File: src/design/adc_frontend.sv
// adc_frontend: offset-binary to two's complement, optional channel-A negate
`timescale 1ns/10ps
`default_nettype none

module adc_frontend #(
   parameter int ADC_WIDTH = 14
) (
   input  wire                         adc_clk,
   input  wire                         rst_n_i,
   input  wire        [ADC_WIDTH-1:0]  adc_dat_a_i,   // offset binary
   input  wire        [ADC_WIDTH-1:0]  adc_dat_b_i,
   input  wire                         negate_i,      // invert channel A
   output logic signed [ADC_WIDTH-1:0] adc_a_o,       // two's complement, latency 1
   output logic signed [ADC_WIDTH-1:0] adc_b_o
);

   localparam logic signed [ADC_WIDTH-1:0] MOST_NEG = {1'b1, {(ADC_WIDTH-1){1'b0}}};
   localparam logic signed [ADC_WIDTH-1:0] MOST_POS = {1'b0, {(ADC_WIDTH-1){1'b1}}};

   logic signed [ADC_WIDTH-1:0] a_conv;
   logic signed [ADC_WIDTH-1:0] b_conv;
   logic signed [ADC_WIDTH-1:0] a_neg;

   assign a_conv = {~adc_dat_a_i[ADC_WIDTH-1], adc_dat_a_i[ADC_WIDTH-2:0]};  // flip msb
   assign b_conv = {~adc_dat_b_i[ADC_WIDTH-1], adc_dat_b_i[ADC_WIDTH-2:0]};

   // -MOST_NEG does not fit, clamp it to full scale
   assign a_neg = (a_conv == MOST_NEG) ? MOST_POS : -a_conv;

   always_ff @(posedge adc_clk) begin
      if (!rst_n_i) begin
         adc_a_o <= '0;
         adc_b_o <= '0;
      end else begin
         adc_a_o <= negate_i ? a_neg : a_conv;
         adc_b_o <= b_conv;                           // trigger source
      end
   end

endmodule

`default_nettype wire

File: config.mk
export PLATFORM = sky130hd
export DESIGN_NAME = adc_frontend
export DESIGN_NICKNAME = d
export VERILOG_FILES = /design/src/design/adc_frontend.sv
export SDC_FILE = /design/constraint.sdc
export NUM_CORES = 1
export LEC_CHECK = 0
export BUFFER_PORTS_ARGS = -buffer_cell sky130_fd_sc_hd__buf_4
export CAP_MARGIN = 10
export CORE_MARGIN = 2
export CORE_UTILIZATION = 40
export CTS_CLUSTER_DIAMETER = 30
export DETAILED_ROUTE_END_ITERATION = 10
export PLACE_DENSITY_LB_ADDON = 0.15
export SYNTH_ARGS = -nofsm -noshare
export SYNTH_HDL_FRONTEND = slang
export SYNTH_SLANG_ARGS = --single-unit
File: constraint.sdc
create_clock -name adc_clk -period 5.65 [get_ports adc_clk]
set_input_delay 1.695 -clock adc_clk [delete_from_list [all_inputs] [get_ports adc_clk]]
set_output_delay 1.695 -clock adc_clk [all_outputs]
set_load 0.02 [all_outputs]
==> After elaboration in Yosys (flattened, before gate mapping) <==
Index checks and enable logic that the tools add are counted.
{ "word_totals": {"register_bits": 28, "latch_bits": 0, "mem_bits_rw": 0, "romBits": 0, "inputBits": 31, "out_inout_bits": 28, "elab_cells": 8, "n_memories": 0} }
{ "classes": {"add_sub_neg": 1, "n_mul": 0, "div": 0, "n_lt_le_gt_ge": 0, "n_eq_ne": 1, "shifts": 0, "mux": 2, "bitwise_logic": 2, "n_reduce_logical": 0} }
{ "op_table": {"columns": ["operator", "n"], "rows": [
  ["2-to-1 mux 14 bit", 2],
  ["== test 14 bit (second input constant)", 1],
  ["negation 14 bit", 1],
  ["NOT 1 bit", 2]
]} }

==> Depth between registers and ports, before layout <==
Gate-level depths: netlist (run 1).
{ "logic_depth": {"word_depth": 4, "depth_mapped": 6, "mapped_depth_nobuf": 5} }

==> Worst setup path after synthesis (run 1) <==
No wires, ideal clock.
{ "synth_timing": {"path_type": "in2reg", "startpoint": "input port adc_dat_a_i[6]", "endpoint": "register adc_a_o[13]", "setup_ns": 0.122, "arrival_time_ns": 2.882, "t_required_ns": 5.528, "path_slack_ns": 2.647, "cell_stages": 4, "n_path_buf": 0, "cell_sequence": "or4_1 nor4_2 nor4_1 a221o_1"} }
{ "synth_between": {"elab_chain_len": 3, "word_cells_on_any_way": 4, "classes_between": "add/sub (1); eq/ne (1); mux (2)"} }
{ "synth_rtl": {"columns": ["element", "line_no", "source"], "rows": [
  ["start, declared", "10", "input wire [ADC_WIDTH-1:0] adc_dat_a_i,"],
  ["negation 14 bit or == test 14 bit (tied branches)", "28", "assign a_neg = (a_conv == MOST_NEG) ? MOST_POS : -a_conv;"],
  ["2-to-1 mux 14 bit *", "28", null],
  ["2-to-1 mux 14 bit *", "35", "adc_a_o <= negate_i ? a_neg : a_conv;"],
  ["end signal, assigned", "35", null],
  ["end, declared", "13", "output logic signed [ADC_WIDTH-1:0] adc_a_o,"]
]} }
Mark *: on every way between the ends. The rest lies on a longest branch, timed or not.
A chain may end at the register's enable or synchronous reset.

==> Worst setup path in the final report (run 1) <==
Ends and elaborated chain as after synthesis.

==> flow_summary.ini, run 1 <==
[sta]
holdWs_ns = 1.499
grt_setup_unrepaired = false
worstMarginPinSlew_ns = 0.4690
tns_ns = 0
fin_crit_ns = 2.875
fin_ws_ns = 2.775
drv_slew = 0
hold_violations = 0
fin_crit_sh = 0.5088
setup_viol_count_final = 0
max_freq_mhz = 347.9
slew_headroom = 0.6870

[detailed_routing]
drc_errors = 0
drt.antenna.violating_nets = 0
wl_per_cell_um = 12.27
drtIter0Drc = 11
postRouteWirelength_mm = 2.417
vias_per_cell = 4.954
vias = 976
dr.pass1.iters = 6

[placed_design]
io_buffers = 58
post-place-ws_ns = 2.436
dp.cells = 193
hpwl_mm = 1.899
place_congestion = 0.7540

[worst_setup_path]
crit_required_ns = 5.87
cp-endpoint = adc_a_o[13]
worstSetupPathType = input port to flop
critPathArrivalTime_ns = 3.10
worst_setup_path_end_kind = flop
critical_path.startpoint_type = input port
worstSetupStartpoint = adc_dat_a_i[6]
cp_max_fo = 6

[power]
combPwrFrac = 0.220
p_leak_nw = 0.7339
clock_power_share = 0.238
power.density_nw_per_um2 = 246.8
netSwitchingFraction = 0.2585
p_sw_mw = 0.1019
irDropWorstVdd_mv = 0.1993
seqPwrFrac = 0.541
p_int_mw = 0.2924

[global_route]
grt_usage = 0.1594
grt_pass1_vias = 919
grt_pass1_wl_mm = 4.002
antenna_found_initial = 0
grt_max_degree = 17
grt_overflow = 0

[synth]
synth_nets = 141
synth_cells = 109
synth_edf_count = 0
yosysWarnings = 0
yosysSeqAreaShare = 0.5034
yosysTopAreaCellShare = 0.5034
syn_avg_cell_area_sq_um = 10.22
ys.flop_type = dfxtp_1
async_flop_share = 0
synth_area_sq_um = 1114
synth_cell_type_count = 31
yosys-top-cells-area = dfxtp_1 (50%), and2_1 (7.3%), a21oi_1 (5.4%), xnor2_1 (3.1%), xor2_1 (3.1%)
yosys.area.top_type = dfxtp_1
synth.ff_latch_count = 28

[die]
io_pins = 59
rows = 19
die_h_um = 56.76
start_util = 0.4109
die-area_sq_um = 3222
die_width_um = 56.76
coreArea_sq_um = 2710

[status]
status = complete, no violations

[layout]
layout_commonest_cell = buf_4
syn2layout_area_growth_pct = 43.48
final_cells = 197
antenna_cells = 0
layout-drive-gt1-share = 0.4277
fin_nets = 199
fillers = 249
layout_common_cells = buf_4 (58), dfxtp_1 (28), and2_1 (13)
final_util = 0.5896

[clock_tree]
clk_pin_slew_ns = 0.14
postCtsSetupBuffers = 0
cts_root_buf = clkbuf_4
cts.htree.levels = 1
numCtsBuffers = 3
clock_path_buffers = 2
tritoncts = built
ctsResizeCount = 0
cts.sinks = 28
cts_hold_buf = 0

[hold_path]
worstHoldPathCells = 2
hold_class = input port to flop

[run]
maxCapViolations = 0
==> logic make-up after synthesis <==
family | synth area share
XOR/XNOR | 0.06291
AND/OR/NAND/NOR | 0.2101
flip-flops | 0.5034
AO/OA/AOI/OAI | 0.1596
multiplexers | 0.008989
adder cells (fa/ha/maj) | 0.01123
buffers and inverters | 0.04381
==> critical path, cell delays in order <==
cell	delay, ns
buf_4	0.13
or4_1	0.58
nor4_2	0.34
nor4_1	0.08
a221o_1	0.27
==> power by group through the flow <==
stage | combinational, mW | sequential [mW] | clock [mW]
CTS | 0.0881 | 0.214 | 0.0973
floorplan | 0.0253 | 0.235 | 0
finish | 0.0869 | 0.213 | 0.0940
global route | 0.0946 | 0.215 | 0.105
global placement | 0.0863 | 0.218 | 0
detailed placement | 0.0876 | 0.218 | 0
==> metal layers <==
layer | part of all wire | routed length (um) | vias up | GRT usage
li1 | - | - | 495 | -
met1 | 0.39 | 934 | 435 | 0.1738
met2 | 0.51 | 1236 | 42 | 0.2940
met3 | 0.081 | 195 | 4 | 0.03226
met4 | 0.021 | 51 | 0 | 0.06977
met5 | 0 | 0 | - | 0
==> state kept, by name, indices dropped and copies added (netlist names) <==
name and count:
adc_a_o 14, adc_b_o 14
==> area by class of cell <==
class	count	area, sq um	area share
Sequential cell	28	560.5	0.3508
Clock buffer	4	36.28	0.02271
Timing Repair Buffer	58	435.4	0.2725
Tap cell	31	38.79	0.02428
Inverter	6	22.52	0.01410
Multi-Input combinational cell	70	504.2	0.3156
==> worst min path at each step <==
stage / slack [ns] / start / endpoint
detailed placement: 1.85 / adc_dat_b_i[13] / adc_b_o[13]
finish: 1.50 / adc_dat_b_i[13] / adc_b_o[13]
CTS: 1.49 / adc_dat_b_i[13] / adc_b_o[13]
global route: 1.48 / adc_dat_b_i[13] / adc_b_o[13]
floorplan: 1.77 / adc_dat_b_i[13] / adc_b_o[13]
global placement: 1.85 / adc_dat_b_i[13] / adc_b_o[13]
==> synth_stat cells, drive strengths merged, types with 2 or more instances <==
library cell,count
a31oi,4
xor2,4
o21ai,2
and2,13
nor4,4
o31ai,2
o41ai,2
clkbuf,4
nor3,2
a21oi,13
nor2,6
o21a,2
or3,3
inv,6
xnor2,4
or4,2
dfxtp,28
==> through the flow <==
stage / cell area, sq um / power (mW)
detailed placement: 1562 / 0.3058
CTS: 1598 / 0.3990
global placement: 1562 / 0.3042
global route: 1598 / 0.4141
finish: 1598 / 0.3943
floorplan: 1114 / 0.2602
(Power assumes the default switching activity.)
==> inputs of run 2 (changes only) <==
--- a/config.mk
+++ b/config.mk
@@ -8,7 +8,7 @@
 export BUFFER_PORTS_ARGS = -buffer_cell sky130_fd_sc_hd__buf_4
 export CAP_MARGIN = 10
 export CORE_MARGIN = 2
-export CORE_UTILIZATION = 40
+export CORE_UTILIZATION = 39
 export CTS_CLUSTER_DIAMETER = 30
 export DETAILED_ROUTE_END_ITERATION = 10
 export PLACE_DENSITY_LB_ADDON = 0.15
==> constraint.sdc (replaced) <==
create_clock -name adc_clk -period 2.6 [get_ports adc_clk]
set_input_delay 0.78 -clock adc_clk [delete_from_list [all_inputs] [get_ports adc_clk]]
set_output_delay 0.78 -clock adc_clk [all_outputs]
set_load 0.02 [all_outputs]
==> run 2 against run 1 <==
  * Non-clock buffer count up 2
  * Core utilization down 0.47 points
  * Design area about the same
  * Combinational power up 120%
  * Cell count up 0.51%
  * Critical path depth unchanged
  * Die area up 2.4%
  * Total power up 110%
  * Wire length down 2.8%
  * Largest cell class unchanged
  * Largest power group unchanged
==> flow_summary.ini, run 2 (synthesis gave the netlist of run 1 again) <==
[layout]
layout_common_cells = buf_4 (60), dfxtp_1 (28), and2_1 (13)
final_util = 0.5849
fin_nets = 201
syn2layout_area_growth_pct = 43.60
layout-drive-gt1-share = 0.4311
antenna_cells = 0
layout_commonest_cell = buf_4
fillers = 253
top_regs = adc_a_o: 14 flops, adc_b_o: 14 flops

[detailed_routing]
postRouteWirelength_mm = 2.349
drt.antenna.violating_nets = 0
vias = 950
drtIter0Drc = 14
drc_errors = 0
wl_per_cell_um = 11.86
vias_per_cell = 4.798
dr.pass1.iters = 3

[global_route]
grt_pass1_vias = 895
grt_max_degree = 17
grt_overflow = 0
antenna_found_initial = 0
grt_pass1_wl_mm = 4.008
grt_usage = 0.1551

[run]
maxCapViolations = 0

[worst_setup_path]
cpMaxStageDelayCell = or4_1
path_cells = buf_4 > or4_1 > nor4_2 > nor4_1 > a221o_1
cp_top_family = simple AND/OR/NAND/NOR gates
critical_path.startpoint_type = input port
critPathArrivalTime_ns = 2.18
slowest_delay_ns = 0.58
cp_num_buf_inv = 1
cp_max_fo = 6
worstSetupPathType = input port to flop
worst_setup_path_end_kind = flop
crit_required_ns = 2.81

[clock_tree]
cts_hold_buf = 0
cts.sinks = 28
postCtsSetupBuffers = 0
ctsResizeCount = 0
tritoncts = built
cts.htree.levels = 1
clock_path_buffers = 2
clk_pin_slew_ns = 0.13
cts_root_buf = clkbuf_4
numCtsBuffers = 3

[power]
clock_power_share = 0.199
p_leak_nw = 0.7366
p_sw_mw = 0.2127
combPwrFrac = 0.234
seqPwrFrac = 0.567
netSwitchingFraction = 0.2599
p_int_mw = 0.6055
power.density_nw_per_um2 = 511.7
irDropWorstVdd_mv = 0.3972

[sta]
hold_violations = 0
fin_ws_ns = 0.6263
slew_headroom = 0.7709
drv_slew = 0
fin_crit_ns = 1.974
worstMarginPinSlew_ns = 0.3393
max_freq_mhz = 506.7
setup_viol_count_final = 0
tns_ns = 0
fin_crit_sh = 0.7591
grt_setup_unrepaired = false

[die]
start_util = 0.4073
die-area_sq_um = 3299
die_width_um = 57.44
rows = 19
io_pins = 59
die_h_um = 57.44
coreArea_sq_um = 2734

[placed_design]
post-place-ws_ns = 0.2958
io_buffers = 58
hpwl_mm = 1.890
place_congestion = 0.8417

[status]
status = complete, no violations

[hold_path]
hold_class = input port to flop
-- run 2: through the flow --
stage | instance area, sq um | power, mW | std cells | hold WS [ns]
after floorplan | 1114 | 0.5654 | 109 | 0.8524
after CTS | 1599 | 0.8286 | 198 | 0.5929
after detailed placement | 1577 | 0.6671 | 195 | 0.9433
after global placement | 1577 | 0.6645 | 195 | 0.9374
final | 1599 | 0.8182 | 198 | 0.6059
after global routing | 1599 | 0.8666 | 198 | 0.5692
-- run 2: routing by layer --
metal,routed length (um),vias up,track usage
li1,-,494,-
met1,1007,418,0.2008
met2,1120,36,0.2451
met3,194,2,0.02721
met4,27,0,0.08306
met5,0,-,0
-- run 2: cell type report --
type                       count  area, sq um  area share
sequential                    28        560.5      0.3505
tap                           31        38.79     0.02426
clock buffer                   3        22.52     0.01408
timing repair buffer          60        450.4      0.2817
multi-input combinational     70        504.2      0.3153
inverter                       6        22.52     0.01408
-- run 2: worst paths after layout --
path | startpoint | endpoint | cells after the start | slack [ns]
worst max-delay path | adc_dat_a_i[6] | adc_a_o[13] | 5 | 0.63
worst min-delay path | adc_dat_b_i[13] | adc_b_o[13] | 2 | 0.61
-- run 2: power groups by stage --
stage          Clock, mW  Combinational [mW]  Sequential, mW
3_3_place_gp           0               0.191           0.473
4_1_cts            0.171               0.193           0.465
6_report           0.163               0.192           0.464
5_1_grt            0.192               0.208           0.466
2_1_floorplan          0              0.0549           0.510
3_5_place_dp           0               0.193           0.475
==> inputs of run 3 (changes only) <==
--- a/config.mk
+++ b/config.mk
@@ -8,7 +8,7 @@
 export BUFFER_PORTS_ARGS = -buffer_cell sky130_fd_sc_hd__buf_4
 export CAP_MARGIN = 10
 export CORE_MARGIN = 2
-export CORE_UTILIZATION = 39
+export CORE_UTILIZATION = 40
 export CTS_CLUSTER_DIAMETER = 30
 export DETAILED_ROUTE_END_ITERATION = 10
 export PLACE_DENSITY_LB_ADDON = 0.15
==> constraint.sdc (replaced) <==
create_clock -name adc_clk -period 1.9 [get_ports adc_clk]
set_input_delay 0.57 -clock adc_clk [delete_from_list [all_inputs] [get_ports adc_clk]]
set_output_delay 0.57 -clock adc_clk [all_outputs]
set_load 0.02 [all_outputs]
==> run 3 against run 2 <==
  * Cell count is 7.6% higher
  * Largest cell class unchanged
  * Sequential share of layout area is 2.4 points lower
  * Global-route usage is 0.053 points higher
  * Via count is 8.8% higher
  * Count of clock-buffer cells in the layout is 1 higher
  * Sequential cell count stayed put
  * Sequential power is 37% higher
  * Design area is 7.4% higher
  * Core utilization is 4.9 points higher
  * Critical path type unchanged
  * Die area is 2.3% lower
  * Clock power is 69% higher
  * Worst hold slack worse by 0.21 ns
==> flow_summary.ini, run 3 (synthesis gave the netlist of run 1 again) <==
[placed_design]
post-place-ws_ns = -0.1818
dpl_cell_area_sq_um = 1682
hpwl_mm = 2.051
io_buffers = 58
place_congestion = 0.7680

[worst_setup_path]
crit_required_ns = 2.12
worst_setup_path_end_kind = flop
critPathArrivalTime_ns = 1.98
critical_path.startpoint_type = input port
worstSetupPathType = input port to flop
cp_max_fo = 2

[clock_tree]
cts_hold_buf = 0
cts_root_buf = clkbuf_4
postCtsSetupBuffers = 0
cts.htree.levels = 1
tritoncts = built
numCtsBuffers = 3
ctsResizeCount = 0
clock_path_buffers = 2
clk_pin_slew_ns = 0.14
cts.sinks = 28

[sta]
hold_violations = 0
fin_crit_sh = 0.9254
slew_headroom = 0.7490
holdWs_ns = 0.4002
drv_slew = 0
grt_setup_unrepaired = false
max_freq_mhz = 568.8
setup_viol_count_final = 0
fin_ws_ns = 0.1418
fin_crit_ns = 1.758
worstMarginPinSlew_ns = 0.3716

[layout]
top_regs = adc_a_o: 14 flops, adc_b_o: 14 flops
layout_commonest_cell = buf_4
antenna_cells = 0
fillers = 245
syn2layout_area_growth_pct = 54.27
layout-drive-gt1-share = 0.4780
final_util = 0.6339
fin_nets = 215
design_area_sq_um = 1718
layout_common_cells = buf_4 (74), dfxtp_1 (28), and2_1 (13)

[power]
irDropWorstVdd_mv = 0.6466
power.density_nw_per_um2 = 694.2
power_mw = 1.193
p_leak_nw = 0.8110

[detailed_routing]
drtIter0Drc = 22
postRouteWirelength_mm = 2.510
wl_per_cell_um = 11.78
drt.antenna.violating_nets = 0
vias_per_cell = 4.854
dr.pass1.iters = 4
vias = 1034
drc_errors = 0

[hold_path]
hold_class = input port to flop

[status]
status = complete, no violations

[die]
coreArea_sq_um = 2710
start_util = 0.4109
die-area_sq_um = 3222
die_h_um = 56.76
rows = 19
die_width_um = 56.76
io_pins = 59

[global_route]
grt_pass1_wl_mm = 3.946
grt_max_degree = 17
grt_pass1_vias = 944
antenna_found_initial = 0
grt_usage = 0.1556
grt_overflow = 0

[run]
maxCapViolations = 0
## run 3: changes by cell type in the layout (fill, tap and decap cells not counted), sizes merged
cell    change
clkbuf      +1
buf        +14
## run 3: metrics by stage
| stage | setup TNS [ns] | cells |
|---|---|---|
| 2_1_floorplan | 0 | 109 |
| 3_3_place_gp | -1.275 | 209 |
| 3_5_place_dp | -1.536 | 209 |
| 4_1_cts | 0 | 213 |
| 5_1_grt | 0 | 213 |
| 6_report | 0 | 213 |
## run 3: area by class of cell
class / count / area [sq um] / share of cell area
multi-input combinational: 70 / 504.2 / 0.2935
tap: 31 / 38.79 / 0.02258
timing repair buffer: 74 / 555.5 / 0.3234
clock buffer: 4 / 36.28 / 0.02112
sequential: 28 / 560.5 / 0.3263
inverter: 6 / 22.52 / 0.01311
## run 3: worst paths after layout
check	endpoint	slack (ns)	cells after the start	startpoint
hold / removal	adc_b_o[13]	0.40	2	adc_dat_b_i[13]
setup / recovery	adc_a_o[13]	0.14	5	adc_dat_a_i[6]
## run 3: routing by layer
layer / vias to the layer above / track usage / part of all wire
li1: 523 / - / -
met2: 37 / 0.2890 / 0.53
met1: 470 / 0.1695 / 0.38
met3: 4 / 0.03456 / 0.071
met4: 0 / 0.05980 / 0.011
met5: - / 0 / 0
## run 3: where the power goes
| group | leakage (nW) | internal (mW) | total (mW) | switching [mW] |
|---|---|---|---|---|
| Sequential | 0.233 | 0.626 | 0.636 | 0.0100 |
| Clock | 0.0210 | 0.117 | 0.276 | 0.159 |
| Combinational | 0.557 | 0.145 | 0.281 | 0.136 |
## run 3: critical path: stages
cell and delay, ns:
buf_4 0.11, or4_1 0.58, nor4_2 0.37, nor4_1 0.09, a221o_1 0.26
